File: config.mk
export PLATFORM = sky130hd
export DESIGN_NAME = c16_glue_top
export DESIGN_NICKNAME = d
export VERILOG_FILES = /design/src/logic/c16_glue_pkg.sv /design/src/logic/prg_loader.sv /design/src/logic/rom_bank_map.sv /design/src/logic/tape_streamer.sv /design/src/logic/drive_clock_enable.sv /design/src/logic/c16_glue_top.sv
export SDC_FILE = /design/constraint.sdc
export NUM_CORES = 1
export LEC_CHECK = 0
export BUFFER_PORTS_ARGS = -buffer_cell sky130_fd_sc_hd__clkbuf_2
export CORE_MARGIN = 1
export CORE_UTILIZATION = 45
export DETAILED_ROUTE_END_ITERATION = 8
export MAX_ROUTING_LAYER = met4
export PLACE_DENSITY = 0.69
export SETUP_SLACK_MARGIN = 0.05
export SYNTH_ARGS = -nofsm -noshare
export SYNTH_HDL_FRONTEND = slang
export SYNTH_SLANG_ARGS = --single-unit
File: constraint.sdc
create_clock -name clk_sys -period 5.8 [get_ports clk_sys]
set_input_delay 0.58 -clock clk_sys [delete_from_list [all_inputs] [get_ports clk_sys]]
set_output_delay 0.58 -clock clk_sys [all_outputs]
set_load 0.02 [all_outputs]
File: src/logic/c16_glue_pkg.sv
package c16_glue_pkg;

	////////////////////////////////////////////////////////////
	// Bus bundles

	// Host download stream
	typedef struct packed {
		logic        active;
		logic [7:0]  index;
		logic        wr;
		logic [24:0] addr;
		logic [7:0]  data;
	} dl_bus_t;

	// CPU side, selects are active low
	typedef struct packed {
		logic [15:0] addr;
		logic        rnw;
		logic        cs_ram_n;
		logic        cs0_n;
		logic        cs1_n;
		logic        cs_io_n;
	} cpu_bus_t;

	typedef struct packed {
		logic        we;
		logic [15:0] addr;
		logic [7:0]  data;
	} ram_wr_t;

	// Request to the external tape memory
	typedef struct packed {
		logic        rd;
		logic        wr;
		logic [24:0] addr;
		logic [7:0]  data;
	} tape_mem_req_t;

	////////////////////////////////////////////////////////////
	// ROM banking

	typedef struct packed {
		logic [1:0] romh;
		logic [1:0] roml;
	} bank_sel_t;

	// Loaded from the low address nibble, read back as two selects
	typedef union packed {
		logic [3:0] raw;
		bank_sel_t  sel;
	} bank_reg_u;

	typedef enum logic [2:0] {
		SRC_NONE,
		SRC_RAM,
		SRC_BASIC,
		SRC_KERNAL,
		SRC_FUNC_LO,
		SRC_FUNC_HI,
		SRC_CART_LO,
		SRC_CART_HI
	} rom_src_t;

	////////////////////////////////////////////////////////////
	// Constants

	localparam logic [7:0] IDX_ROM  = 8'd0;
	localparam logic [7:0] IDX_PRG  = 8'd1;
	localparam logic [7:0] IDX_CART = 8'd2;
	localparam logic [7:0] IDX_TAP  = 8'd4;

	// BASIC end pointers, patched after a PRG load
	localparam logic [15:0] PRG_POINTERS [0:7] = '{
		16'h002d, 16'h002e, 16'h002f, 16'h0030,
		16'h0031, 16'h0032, 16'h009d, 16'h009e
	};

	localparam logic [11:0] BANK_REG_PAGE    = 12'hFDD;
	localparam logic [7:0]  KERNAL_PAGE      = 8'hFC;
	localparam int          CART_CHUNK_SHIFT = 14;

	localparam logic [31:0] SYS_HZ_PAL  = 32'd56750336;
	localparam logic [31:0] SYS_HZ_NTSC = 32'd57272720;
	localparam logic [31:0] DRIVE_HZ    = 32'd32000000;

	localparam int LED_CNT_W = 27;

endpackage

File: src/logic/prg_loader.sv
`timescale 1ns/1ps

module prg_loader import c16_glue_pkg::*; (
	input  logic    clk_sys,
	input  logic    reset,
	input  dl_bus_t dl_i,
	output ram_wr_t ram_wr_o
);

	ram_wr_t     wr_q;
	logic [15:0] load_addr_q;
	logic [3:0]  seq_q;
	logic        active_q;

	logic        prg_sel;
	logic        prg_busy;
	logic        prg_end;

	assign prg_sel  = (dl_i.index == IDX_PRG);
	assign prg_busy = prg_sel && dl_i.active;

	// First cycle with the download seen low
	assign prg_end = prg_sel && active_q && !dl_i.active;

	assign ram_wr_o = wr_q;

	////////////////////////////////////////////////////////////
	// Byte stream and pointer patch

	always_ff @(posedge clk_sys) begin
		if (reset) begin
			wr_q.we  <= 1'b0;
			seq_q    <= '0;
			active_q <= 1'b0;
		end else begin
			active_q <= dl_i.active;
			wr_q.we  <= 1'b0;

			if (prg_busy && dl_i.wr) begin
				// Two header bytes carry the load address
				if (dl_i.addr == 25'd0) begin
					load_addr_q[7:0] <= dl_i.data;
				end else if (dl_i.addr == 25'd1) begin
					load_addr_q[15:8] <= dl_i.data;
				end else begin
					wr_q.we     <= 1'b1;
					wr_q.addr   <= load_addr_q;
					wr_q.data   <= dl_i.data;
					load_addr_q <= load_addr_q + 16'd1;
				end
			end

			// Sequence runs 1..15 and wraps back to idle
			if (prg_end) begin
				seq_q <= 4'd1;
			end else if (prg_busy) begin
				seq_q <= '0;
			end else if (seq_q != 4'd0) begin
				seq_q <= seq_q + 4'd1;
			end

			// Odd steps write, low byte first, then high byte
			if (seq_q[0]) begin
				wr_q.we   <= 1'b1;
				wr_q.addr <= PRG_POINTERS[seq_q[3:1]];
				if (seq_q[1]) begin
					wr_q.data <= load_addr_q[15:8];
				end else begin
					wr_q.data <= load_addr_q[7:0];
				end
			end
		end
	end

endmodule

File: src/logic/rom_bank_map.sv
`timescale 1ns/1ps

module rom_bank_map import c16_glue_pkg::*; (
	input  logic     clk_sys,
	input  logic     reset,
	input  logic     cpu_ce_i,
	input  logic     model_plus4_i,
	input  dl_bus_t  dl_i,
	input  cpu_bus_t cpu_i,
	output rom_src_t rom_src_o,
	output logic     core_reset_o
);

	logic      model_q;
	logic      cs_io_q;
	bank_reg_u bank_q;
	logic      cart_lo_q;
	logic      cart_hi_q;

	logic      cart_sel;
	logic      cart_wr;
	logic      bank_wr;
	logic      kern_page;

	assign cart_sel = (dl_i.index == IDX_CART);
	assign cart_wr  = cart_sel && dl_i.wr;

	// Plus-4 holds the core in reset while a cartridge loads
	assign core_reset_o = reset || (model_q && cart_sel && dl_i.active);

	// IO write to the bank page completes when cs_io_n goes back high
	assign bank_wr = cpu_ce_i && !cs_io_q && cpu_i.cs_io_n && !cpu_i.rnw &&
		(cpu_i.addr[15:4] == BANK_REG_PAGE) && model_q;

	assign kern_page = (cpu_i.addr[15:8] == KERNAL_PAGE);

	always_ff @(posedge clk_sys) begin
		if (reset) begin
			model_q <= model_plus4_i;
		end
	end

	////////////////////////////////////////////////////////////
	// Bank register

	always_ff @(posedge clk_sys) begin
		if (core_reset_o) begin
			bank_q.raw <= '0;
			cs_io_q    <= 1'b1;
		end else if (cpu_ce_i) begin
			cs_io_q <= cpu_i.cs_io_n;
			if (bank_wr) begin
				bank_q.raw <= cpu_i.addr[3:0];
			end
		end
	end

	// Cartridge halves present
	always_ff @(posedge clk_sys) begin
		if (reset) begin
			cart_lo_q <= 1'b0;
			cart_hi_q <= 1'b0;
		end else if (cart_wr) begin
			if (dl_i.addr[CART_CHUNK_SHIFT]) begin
				cart_hi_q <= 1'b1;
			end else begin
				cart_lo_q <= 1'b1;
			end
		end
	end

	////////////////////////////////////////////////////////////
	// Read source

	always_comb begin
		rom_src_o = SRC_NONE;
		if (!cpu_i.cs_ram_n) begin
			rom_src_o = SRC_RAM;
		end else if (!cpu_i.cs0_n) begin
			case (bank_q.sel.roml)
				2'd0: rom_src_o = SRC_BASIC;
				2'd1: rom_src_o = cart_lo_q ? SRC_CART_LO : SRC_NONE;
				2'd2: rom_src_o = SRC_FUNC_LO;
				default: rom_src_o = SRC_NONE;
			endcase
		end else if (!cpu_i.cs1_n) begin
			// Kernal page stays visible whatever the bank
			if (kern_page || bank_q.sel.romh == 2'd0) begin
				rom_src_o = SRC_KERNAL;
			end else if (bank_q.sel.romh == 2'd1) begin
				rom_src_o = cart_hi_q ? SRC_CART_HI : SRC_NONE;
			end else if (bank_q.sel.romh == 2'd2) begin
				rom_src_o = SRC_FUNC_HI;
			end
		end
	end

endmodule

File: src/logic/tape_streamer.sv
`timescale 1ns/1ps

module tape_streamer import c16_glue_pkg::*; (
	input  logic          clk_sys,
	input  logic          reset,
	input  logic          play_btn_i,
	input  dl_bus_t       dl_i,
	output logic          dl_wait_o,
	output tape_mem_req_t mem_req_o,
	input  logic          mem_ready_i,
	input  logic [7:0]    mem_data_i,
	input  logic          fifo_full_i,
	input  logic          fifo_empty_i,
	output logic          fifo_wrreq_o,
	output logic [7:0]    fifo_data_o,
	output logic          tape_restart_o,
	output logic          tape_led_o
);

	tape_mem_req_t        req_q;
	logic                 dl_wait_q;
	logic [24:0]          play_addr_q;
	logic [24:0]          last_addr_q;
	logic                 playing_q;
	logic                 cycle_q;
	logic                 btn_q;
	logic                 active_q;
	logic                 restart_q;
	logic                 wrreq_q;
	logic [7:0]           fifo_data_q;
	logic [LED_CNT_W-1:0] act_cnt_q;

	logic       tap_sel;
	logic       tap_busy;
	logic       loaded;
	logic       read_start;
	logic       read_done;
	logic [7:0] led_phase;

	assign tap_sel    = (dl_i.index == IDX_TAP);
	assign tap_busy   = tap_sel && dl_i.active;
	assign loaded     = (play_addr_q < last_addr_q);
	assign read_start = !cycle_q && playing_q && loaded && !fifo_full_i && !tap_busy;
	assign read_done  = cycle_q && !req_q.rd && mem_ready_i;

	assign mem_req_o      = req_q;
	assign dl_wait_o      = dl_wait_q;
	assign fifo_wrreq_o   = wrreq_q;
	assign fifo_data_o    = fifo_data_q;
	assign tape_restart_o = restart_q;

	////////////////////////////////////////////////////////////
	// Memory requests

	always_ff @(posedge clk_sys) begin
		if (reset) begin
			req_q.rd  <= 1'b0;
			req_q.wr  <= 1'b0;
			dl_wait_q <= 1'b0;
		end else begin
			req_q.rd <= 1'b0;
			req_q.wr <= 1'b0;
			if (tap_sel && dl_i.wr) begin
				req_q.wr   <= 1'b1;
				req_q.addr <= dl_i.addr;
				req_q.data <= dl_i.data;
				dl_wait_q  <= 1'b1;
			end else if (read_start) begin
				req_q.rd   <= 1'b1;
				req_q.addr <= play_addr_q;
			end
			if (dl_wait_q && !req_q.wr && mem_ready_i) begin
				dl_wait_q <= 1'b0;
			end
		end
	end

	////////////////////////////////////////////////////////////
	// Play control and FIFO feed

	always_ff @(posedge clk_sys) begin
		if (reset) begin
			play_addr_q <= '0;
			last_addr_q <= '0;
			playing_q   <= 1'b0;
			cycle_q     <= 1'b0;
			btn_q       <= 1'b0;
			active_q    <= 1'b0;
			restart_q   <= 1'b1;
			wrreq_q     <= 1'b0;
		end else begin
			btn_q     <= play_btn_i;
			active_q  <= dl_i.active;
			restart_q <= 1'b0;
			wrreq_q   <= 1'b0;

			if (tap_sel && active_q && !dl_i.active) playing_q <= 1'b1;
			if (loaded && play_btn_i && !btn_q) playing_q <= !playing_q;
			if (fifo_empty_i) playing_q <= 1'b0;

			if (read_done) begin
				play_addr_q <= play_addr_q + 25'd1;
				cycle_q     <= 1'b0;
				wrreq_q     <= 1'b1;
				fifo_data_q <= mem_data_i;
			end else if (read_start) begin
				cycle_q <= 1'b1;
			end

			// A new image rewinds everything
			if (tap_busy) begin
				playing_q   <= 1'b0;
				play_addr_q <= '0;
				cycle_q     <= 1'b0;
				restart_q   <= 1'b1;
				if (dl_i.wr) last_addr_q <= dl_i.addr + 25'd1;
			end
		end
	end

	// Activity LED, a slow PWM ramp that speeds up while playing
	always_ff @(posedge clk_sys) begin
		if (reset) begin
			act_cnt_q <= '0;
		end else begin
			act_cnt_q <= act_cnt_q + (playing_q ? LED_CNT_W'(8) : LED_CNT_W'(1));
		end
	end

	assign led_phase  = act_cnt_q[LED_CNT_W-2 -: 8];
	assign tape_led_o = loaded && (act_cnt_q[LED_CNT_W-1] ?
		(!playing_q && led_phase > act_cnt_q[7:0]) : (led_phase <= act_cnt_q[7:0]));

endmodule

File: src/logic/drive_clock_enable.sv
`timescale 1ns/1ps

module drive_clock_enable import c16_glue_pkg::*; (
	input  logic clk_sys,
	input  logic reset,
	input  logic pal_i,
	output logic drive_ce_o
);

	logic [31:0] acc_q;
	logic [31:0] sum;
	logic [31:0] rate;
	logic        ce_q;

	// System rate follows the video standard
	assign rate = pal_i ? SYS_HZ_PAL : SYS_HZ_NTSC;
	assign sum  = acc_q + DRIVE_HZ;

	assign drive_ce_o = ce_q;

	// Fractional divider, one pulse per rate worth of drive ticks
	always_ff @(posedge clk_sys) begin
		if (reset) begin
			acc_q <= '0;
			ce_q  <= 1'b0;
		end else if (sum >= rate) begin
			acc_q <= sum - rate;
			ce_q  <= 1'b1;
		end else begin
			acc_q <= sum;
			ce_q  <= 1'b0;
		end
	end

endmodule

File: src/logic/c16_glue_top.sv
`timescale 1ns/1ps

module c16_glue_top import c16_glue_pkg::*; (
	input  logic          clk_sys,
	input  logic          reset,
	input  logic          model_plus4_i,
	input  logic          pal_i,
	input  logic          play_btn_i,
	input  logic          cpu_ce_i,
	input  cpu_bus_t      cpu_i,
	input  dl_bus_t       dl_i,
	output logic          dl_wait_o,
	output ram_wr_t       ram_wr_o,
	output rom_src_t      rom_src_o,
	output logic          core_reset_o,
	output tape_mem_req_t mem_req_o,
	input  logic          mem_ready_i,
	input  logic [7:0]    mem_data_i,
	input  logic          fifo_full_i,
	input  logic          fifo_empty_i,
	output logic          fifo_wrreq_o,
	output logic [7:0]    fifo_data_o,
	output logic          tape_restart_o,
	output logic          tape_led_o,
	output logic          drive_ce_o
);

	prg_loader u_prg_loader (
		.clk_sys  (clk_sys),
		.reset    (reset),
		.dl_i     (dl_i),
		.ram_wr_o (ram_wr_o)
	);

	rom_bank_map u_rom_bank_map (
		.clk_sys       (clk_sys),
		.reset         (reset),
		.cpu_ce_i      (cpu_ce_i),
		.model_plus4_i (model_plus4_i),
		.dl_i          (dl_i),
		.cpu_i         (cpu_i),
		.rom_src_o     (rom_src_o),
		.core_reset_o  (core_reset_o)
	);

	tape_streamer u_tape_streamer (
		.clk_sys        (clk_sys),
		.reset          (reset),
		.play_btn_i     (play_btn_i),
		.dl_i           (dl_i),
		.dl_wait_o      (dl_wait_o),
		.mem_req_o      (mem_req_o),
		.mem_ready_i    (mem_ready_i),
		.mem_data_i     (mem_data_i),
		.fifo_full_i    (fifo_full_i),
		.fifo_empty_i   (fifo_empty_i),
		.fifo_wrreq_o   (fifo_wrreq_o),
		.fifo_data_o    (fifo_data_o),
		.tape_restart_o (tape_restart_o),
		.tape_led_o     (tape_led_o)
	);

	drive_clock_enable u_drive_clock_enable (
		.clk_sys    (clk_sys),
		.reset      (reset),
		.pal_i      (pal_i),
		.drive_ce_o (drive_ce_o)
	);

endmodule

**Word level (Yosys, flattened, before mapping)**

Memories as Yosys holds them, arrays and structs flattened.
Index checks and enable logic that the tools add are counted.

- Equality and inequality tests: 13
- Order comparisons: 5
- Multiplexer cells: 35
- Bitwise gates (word level): 4
- Reductions and logical operators: 64
- Add/subtract/negate cells: 7

Operator list:

| operator | count |
|---|---|
| $mux 25 | 6 |
| $add 25x1->25 const B | 2 |
| $add 32x25->32 const B | 1 |
| $ge 32x32->1 | 1 |
| $mux 16 | 2 |
| $mux 32 | 1 |
| $mux 8 | 4 |
| $sub 32x32->32 | 1 |
| $logic_and 1x1->1 | 28 |
| $add 27x27->27 | 1 |
| $eq 25x1->1 const B | 1 |
| $logic_not 25->1 | 1 |
| $lt 25x25->1 | 1 |
| $mux 3 | 8 |
| $mux 20 | 1 |
| $add 16x1->16 const B | 1 |
| $reduce_and 2->1 | 7 |
| $eq 12x12->1 const B | 1 |
| $mux 1 | 11 |
| $logic_not 1->1 | 10 |
| $pmux 3 s3 | 1 |
| $reduce_or 3->1 | 3 |
| $eq 8x1->1 const B | 1 |
| $eq 8x2->1 const B | 1 |
| other kinds (20) | 33 |

- Input port bits: 81
- ROM bits: 128
- Bits in registers: 213
- Memories: 1

Memory list:

| name | depth | width | read ports | clocked after Yosys merged registers in | write ports | line | source |
|---|---|---|---|---|---|---|---|
| (no name shown) | 8 | 16 | 1 | 0 | 0 | prg_loader.sv:65 | `wr_q.addr <= PRG_POINTERS[seq_q[3:1]];` |

**Longest topological paths before layout**

Gate-level depths: netlist of the first run.

- Depth after elaboration: 7
- Gate-level depth with buffers: 14
- Depth with buffers taken out: 12

**Hierarchy**

A second synthesis of the first run with hierarchy kept.

- Cell total of the unflattened synthesis: 1160
- Area total of the unflattened synthesis: 11447.2 µm²

Modules (own cells, without submodules):

| module | cells each | instances | sequential area each (µm²) | area each (µm²) |
|---|---|---|---|---|
| tape_streamer | 616 | 1 | 2952.8 | 6233.5 |
| prg_loader | 202 | 1 | 1321.3 | 2412.3 |
| drive_clock_enable | 291 | 1 | 580.6 | 2314.7 |
| rom_bank_map | 51 | 1 | 170.2 | 486.7 |

**Least setup slack after synthesis of the first run**

Ideal clock, no wire load.

- Kind: register to register
- Start point: register u_tape_streamer.play_addr_q[1]
- End point: register u_tape_streamer.req_q (netlist bit u_tape_streamer.mem_req_o[10]) (enable)
- Slack: 1.607 ns
- Period minus slack after synthesis: 4.193 ns
- Data required time: 5.353 ns
- Stages on the path, launching flop included: 9
- Buffers on the path: 0
- Arrival: 3.746 ns
- Cells stage by stage: dfxtp_1 > ha_1 > a21o_1 > a21o_1 > a211oi_1 > o21ai_0 > a31oi_1 > o2111ai_1 > o32ai_1

- Cells in the longest elaborated chain, start to end: 6

RTL lines:

| item | line | source |
|---|---|---|
| from (decl) | tape_streamer.sv:22 | `logic [24:0] play_addr_q;` |
| from (signal assigned) | tape_streamer.sv:102 | `play_addr_q <= play_addr_q + 25'd1;` |
| $lt 25x25->1 | tape_streamer.sv:42 | `assign loaded = (play_addr_q < last_addr_q);` |
| $logic_and 1x1->1 (3 in series) | tape_streamer.sv:43 | `assign read_start = !cycle_q && playing_q && loaded && !fifo_full_i && !tap_busy;` |
| $reduce_bool 2->1 (no source line) | -- |  |
| $reduce_and 2->1 (no source line) | -- |  |
| to (decl) | tape_streamer.sv:20 | `tape_mem_req_t req_q;` |

No other way between the ends.
A chain may end at the register's enable or synchronous reset.

**Final worst setup path of the first run**

- Start point: register u_tape_streamer.play_addr_q[1]
- End point: output port tape_led_o

- Cells in the longest elaborated chain, start to end: 2

RTL lines:

| item | line | source |
|---|---|---|
| $lt 25x25->1 | tape_streamer.sv:42 |  |
| $logic_and 1x1->1 | tape_streamer.sv:131 | `assign tape_led_o = loaded && (act_cnt_q[LED_CNT_W-1] ?` |
| to (decl) | c16_glue_top.sv:24 | `output logic tape_led_o,` |

No other way between the ends.

==> out/qor.txt, run 1 <==
Share of cells above drive strength 1 = 0.180
Total length of routed wires = 26900 um
R2r startpoint = u_drive_clock_enable.acc_q[11]
Largest net degree at the start of global routing = 65
Slew margin rel. = 0.203
Starting Density = 0.461
Power share of the clock group = 0.347
Unrepaired setup endpoints after global routing = false
Syn Std Cell Area = 11300 um2
Crit path launch = u_tape_streamer.play_addr_q[1]
Final period util = 0.640
Setup Skew = 0.00835 ns
Routing usage on met3 = 0.0263
Warnings from Yosys = 0
H-Tree Depth = 1
Routing usage on met2 = 0.338
Vias in the first global route = 8673
Yosys reg bits = 209
Num rows = 57
Post-synth EDFFs = 82
First-pass GRT wire length = 43800 um
Max-capacitance violation count = 0
Most common cell after layout, fill and taps aside = nand2_1
Die height = 160 um
Post-Synth XOR/XNOR Area = 0.0822
Setup Buffers After CTS = 0
Worst EP arrival = 3.13 ns
Final Setup Violations = 0
HPWL Detailed = 19400 um
Synth Area in Adders = 0.0565
Switch share = 0.321
Layout area overhead = 17.2%
Max Freq = 269 MHz
Worst reg2reg setup slack = 2.23 ns
FF-to-FF path depth = 10
ANT cells = 0
Main combinational cell family by area after synthesis = simple AND/OR/NAND/NOR gates
Post-CTS resize count = 0
CP Class = reg2out
Synth area leader = dfxtp_1
Clk slew on worst S/H paths = 0.06 ns
P_sw = 1.54 mW
Total grt overflow = 0
Cell variety after synth = 76
DRT iter0 DRCs = 611
CP max FO = 6
Sequential share of power = 0.370
Power Density = 363 nW/um2
Mapped Avg Cell Area = 9.11 um2
Cell Int Power = 3.26 mW
GPL Wtd Cong = 0.879
Layer with the highest usage = met2
Clock Tree Root = clkbuf_16
P_leak = 5.07 nW
Die footprint = 25700 um2
Placed insts = 1678
Top Ports = 158
Worst Setup End Kind = primary output
Maximum vdd ir drop = 0.000295 V
Max Root-Sink Buffers = 3
I/O Buffers = 157
Area of the core = 24500 um2
Status = finished clean
Synth Instances = 1239
CTS tree = built
Post-synthesis sequential area ratio = 0.443
TNS Setup = 0 ns
Worst Setup Start Kind = flip-flop
Post-DR vias/cell = 5.35
Worst endpoint required time = 5.22 ns
Tmin final = 3.71 ns
Utilization after layout = 0.541
Post-route DRC violation count = 0
Syn Nets = 1371
Primary FF master, synth = dfxtp_1
Post-CTS Hold Fix Bufs = 0
Commonest non-fill, non-tap cells in the layout = nand2_1 (163), clkbuf_2 (156), nor2_1 (132)
Worst setup path end = tape_led_o
Reg2Reg Capture Point = u_drive_clock_enable.acc_q[10]
DIE WIDTH = 160 um
Max Slew Vio Count = 0
Clock latency on the worst-skew pair = 0.52 ns
Fin nets = 1512
Comb pwr share = 0.283
Post-synthesis mux area share = 0.0299
Area contributors post-synth = dfxtp_1 (23%), edfxtp_1 (22%), ha_1 (5.7%)
GR Util met1 = 0.285
Total Routing Usage GR = 0.215
PnR Total Power = 4.80 mW
Post-route ant nets = 0
Fin cells = 1722
Simple logic cell fraction of the synthesized area = 0.208
Compound-Gate Fraction of Synth Area = 0.138
Endpoints failing hold = 0
DR vias = 9216
Share of Yosys cell area claimed by the top area cell type = 0.225
DR pass1 iterations = 5
Type of the worst min-delay path = in2reg
Layout fillers = 2238
CTS buffer count = 24
Least-Margin Pin Slew = 1.19 ns
Ys async rst share = 0
Sink Count = 209
Initial antenna violation count = 0
Wire length per cell = 15.6 um
[registers in the layout (all words and copies together) (netlist names), 4 cells and up]
signal                       cells
u_tape_streamer.mem_req_o       35
u_drive_clock_enable.acc_q      28
u_tape_streamer.act_cnt_q       27
u_prg_loader.ram_wr_o           25
u_tape_streamer.last_addr_q     25
u_tape_streamer.play_addr_q     25
u_prg_loader.load_addr_q        16
u_tape_streamer.fifo_data_o      8
u_prg_loader.seq_q               4
u_rom_bank_map.bank_q            4
[final cells by class]
type,instances,area (um2),share of cell area
multi-input cells,916,5850,0.442
flip-flops and latches,209,5000,0.378
repair buffers,165,848,0.0641
clock buffers,27,633,0.0479
well taps,324,405,0.0306
clock inverters,17,244,0.0184
inverters,64,240,0.0182
[metrics by stage]
stage	hold WS (ns)	area (um2)	worst slack, ns
floorplan	0.446	11300	1.61
global route	0.223	13200	1.91
detailed placement	0.473	12300	2.03
finish	0.240	13200	2.09
CTS	0.220	13200	2.08
global placement	0.467	12300	2.10
[worst min-delay path by stage]
stage                                   from                             end  slack [ns]  cells after the start
2_1_floorplan       u_rom_bank_map.cart_hi_q        u_rom_bank_map.cart_hi_q        0.45                      2
4_1_cts                         fifo_empty_i       u_tape_streamer.playing_q        0.22                      2
3_3_place_gp   u_tape_streamer.act_cnt_q[13]   u_tape_streamer.act_cnt_q[13]        0.47                      2
5_1_grt                        mem_data_i[6]  u_tape_streamer.fifo_data_o[6]        0.22                      1
6_report                        fifo_empty_i       u_tape_streamer.playing_q        0.24                      2
3_5_place_dp   u_drive_clock_enable.acc_q[7]   u_drive_clock_enable.acc_q[7]        0.47                      2
[per-layer routing]
| layer | part of all wire | wire length [um] | vias up |
|---|---|---|---|
| met5 | 0 | 0 | - |
| met3 | 0.045 | 1200 | 45 |
| met2 | 0.46 | 12400 | 205 |
| met4 | 0.024 | 654 | 0 |
| li1 | - | - | 4644 |
| met1 | 0.47 | 12700 | 4322 |
[kinds of logic (layout without fill, tap and decap cells)]
group,count (synthesis),after routing
AO/OA/AOI/OAI,227,227
buffers and inverters,114,273
AND/OR/NAND/NOR,499,499
XOR/XNOR,106,106
flip-flops,209,209
multiplexers,33,33
adder cells (fa/ha/maj),51,51
[Yosys cell counts (15+ instances only)]
cell type / number
a211oi_1: 31
a21oi_1: 44
and3_1: 23
clkbuf_1: 34
dfxtp_1: 127
edfxtp_1: 82
ha_1: 51
inv_1: 64
mux2i_1: 27
nand2_1: 163
nand3_1: 47
nand4_1: 18
nor2_1: 134
nor2b_1: 15
nor3_1: 17
o21ai_0: 53
xnor2_1: 44
xor2_1: 62
[power by group through the flow]
stage / clock network [mW] / logic (mW) / registers, mW
6_report: 1.67 / 1.36 / 1.77
4_1_cts: 1.70 / 1.35 / 1.77
5_1_grt: 1.77 / 1.51 / 1.79
2_1_floorplan: 0 / 1.11 / 1.77
3_3_place_gp: 0 / 1.32 / 1.80
3_5_place_dp: 0 / 1.34 / 1.80
[critical path, stage by stage, from the launching register on]
cell      delay (ns)
dfxtp_1         0.43
ha_1            0.27
a21o_1          0.17
a21o_1          0.17
a211oi_1        0.25
o21ai_0         0.14
a31oi_1         0.54
o21ai_0         0.26
nor2_1          0.18
clkbuf_2        0.20
(Power assumes the default switching activity.)
==> inputs of run 2 (changes only) <==
==> constraint.sdc (replaced) <==
create_clock -name clk_sys -period 3.5 [get_ports clk_sys]
set_input_delay 0.35 -clock clk_sys [delete_from_list [all_inputs] [get_ports clk_sys]]
set_output_delay 0.35 -clock clk_sys [all_outputs]
set_load 0.02 [all_outputs]
==> run 2 against run 1 <==
  * Non-clock buffer count is 22 higher
  * Clock power is 43% higher
  * Critical endpoint is now u_drive_clock_enable.acc_q[28]
  * Largest power group unchanged
  * Flip-flop and latch count stayed put
  * Sequential power is 67% higher
  * Wire length is 0.20% higher
  * Combinational power is 71% higher
  * Via count is 1.3% higher
==> out/qor.txt, run 2 (synthesis results as in run 1) <==
Tmin final = 3.25 ns
Placed insts = 1693 (+0.89%)
Worst EP arrival = 3.64 ns (+0.51 ns)
H-Tree Depth = 1 (unchanged)
PnR Total Power = 7.66 mW (+60%)
Clk slew on worst S/H paths = 0.06 ns (about the same)
Share of cells above drive strength 1 = 0.184 (+0.00380)
Fin cells = 1742 (+1.2%)
Slew margin rel. = 0.194 (-0.00936)
Status = finished clean
Post-route DRC violation count = 0 (unchanged)
Max-capacitance violation count = 0 (unchanged)
Type of the worst min-delay path = in2reg
Largest net degree at the start of global routing = 64 (-1.5%)
Most common cell after layout, fill and taps aside = nand2_1
Post-route ant nets = 0 (unchanged)
CP max FO = 9 (+3)
Wire length per cell = 15.5 um (-0.95%)
Unrepaired setup endpoints after global routing = false
Final Setup Violations = 0 (unchanged)
Worst Setup Start Kind = flip-flop
Commonest non-fill, non-tap cells in the layout = nand2_1 (163), clkbuf_2 (156), nor2_1 (131)
Sink Count = 209 (unchanged)
Endpoints failing hold = 0 (unchanged)
Least-Margin Pin Slew = 1.20 ns (+0.0140 ns)
Hold path cells = 1 (-1)
TNS Setup = 0 ns (unchanged)
Area of the core = 24500 um2 (unchanged)
GPL Wtd Cong = 0.933 (+6.1%)
DRT iter0 DRCs = 565 (-7.5%)
Total grt overflow = 0 (unchanged)
Vias in the first global route = 8772 (+1.1%)
DR vias = 9336 (+1.3%)
DR pass1 iterations = 5 (unchanged)
Num rows = 57 (unchanged)
Total Routing Usage GR = 0.214 (-0.000886)
Setup Buffers After CTS = 0 (unchanged)
Post-DR vias/cell = 5.36 (+0.14%)
Final period util = 0.928
Max Slew Vio Count = 0 (unchanged)
ANT cells = 0 (unchanged)
Power Density = 577 nW/um2 (+59%)
Clock latency on the worst-skew pair = 0.52 ns (about the same)
Die footprint = 25700 um2 (unchanged)
HPWL Detailed = 19700 um (+1.2%)
Final WS setup = 0.253 ns (-1.84 ns)
Dpl ws = 0.177 ns (-1.85 ns)
CP Class = reg2reg
CTS tree = built
Starting Density = 0.461 (unchanged)
First-pass GRT wire length = 43700 um (-0.38%)
Maximum vdd ir drop = 0.000355 V (+20%)
Die height = 160 um (unchanged)
Max FFs per register = 35 (unchanged)
Fin nets = 1533 (+1.4%)
Total length of routed wires = 27000 um (+0.20%)
Layout area overhead = 17.6%
Clock Tree Root = clkbuf_16
CTS buffer count = 23 (-4.2%)
Initial antenna violation count = 0 (unchanged)
Dpl cell area = 12500 um2 (+0.91%)
Max Freq = 308 MHz
FF-to-FF path depth = 12 (+2)
Final Cell Area = 13300 um2 (+0.40%)
Setup Skew = 0.0107 ns (+0.00234 ns)
Worst endpoint required time = 3.89 ns (-1.33 ns)
Worst Setup End Kind = flip-flop
Max Root-Sink Buffers = 3 (unchanged)
Top Ports = 158 (unchanged)
P_leak = 5.12 nW (+0.93%)
I/O Buffers = 157 (unchanged)
DIE WIDTH = 160 um (unchanged)
run 2: cell count changes in the layout (fill, tap and decap cells not counted), sizes merged:
| cell | change |
|---|---|
| clkbuf | +4 |
| clkinv | +1 |
| buf | +15 |
| inv | +2 |
| bufinv | -4 |
| dlygate4sd3 | +7 |
| clkinvlp | -5 |
run 2: routing by layer:
metal | global-route usage | vias to the layer above | routed length (um)
met4 | 0.0654 | 0 | 688
met3 | 0.0243 | 42 | 1000
met1 | 0.286 | 4385 | 12900
li1 | - | 4694 | -
met5 | - | - | 0
met2 | 0.339 | 215 | 12400
run 2: cell type report:
| class | instances | area [um2] |
|---|---|---|
| tap | 324 | 405 |
| sequential | 209 | 5000 |
| inverter | 64 | 240 |
| fill | 2243 | 11200 |
| clock buffer | 31 | 627 |
| timing repair buffer | 187 | 1030 |
| clock inverter | 11 | 108 |
| multi-input combinational | 916 | 5860 |
run 2: worst max-delay path: stages, from the launching register on:
cell     delay [ns]
dfxtp_1        0.44
ha_2           0.32
a21oi_2        0.13
nor2_2         0.22
xnor2_1        0.11
ha_1           0.44
nand4_1        0.18
or4_1          0.42
nor4_1         0.20
nand4_1        0.13
a22oi_1        0.28
and3_1         0.20
nor3_1         0.04
run 2: where the power goes:
group	total (mW)	internal, mW	switching (mW)	leakage [nW]
sequential	2.95	2.72	0.230	1.72
combinational	2.32	0.993	1.33	3.03
clock	2.39	1.41	0.983	0.359
total	7.66	5.12	2.54	5.12
run 2: path summary, 6_finish.rpt:
check                                                    start                             end  slack, ns
worst max-delay path            u_drive_clock_enable.acc_q[11]  u_drive_clock_enable.acc_q[28]       0.25
worst min-delay path                             model_plus4_i          u_rom_bank_map.model_q       0.02
worst max register to register  u_drive_clock_enable.acc_q[11]  u_drive_clock_enable.acc_q[28]       0.25
worst min register to register   u_drive_clock_enable.acc_q[7]   u_drive_clock_enable.acc_q[7]       0.47
run 2: per-stage QoR:
stage | hold WS, ns | util
floorplan | 0.440 | -
global placement | 0.464 | 0.509
detailed placement | 0.469 | 0.509
CTS | 0.000742 | 0.542
global route | 0.0149 | 0.543
finish | 0.0173 | 0.543
run 2: what timing repair did:
| item | 4_1_cts | 5_1_grt |
|---|---|---|
| hold buffers | 7 | 0 |
| endpoints found under the hold margin | 7 | 0 |
| resized for setup | 0 | 4 |
| setup endpoints to repair | 0 | 12 |
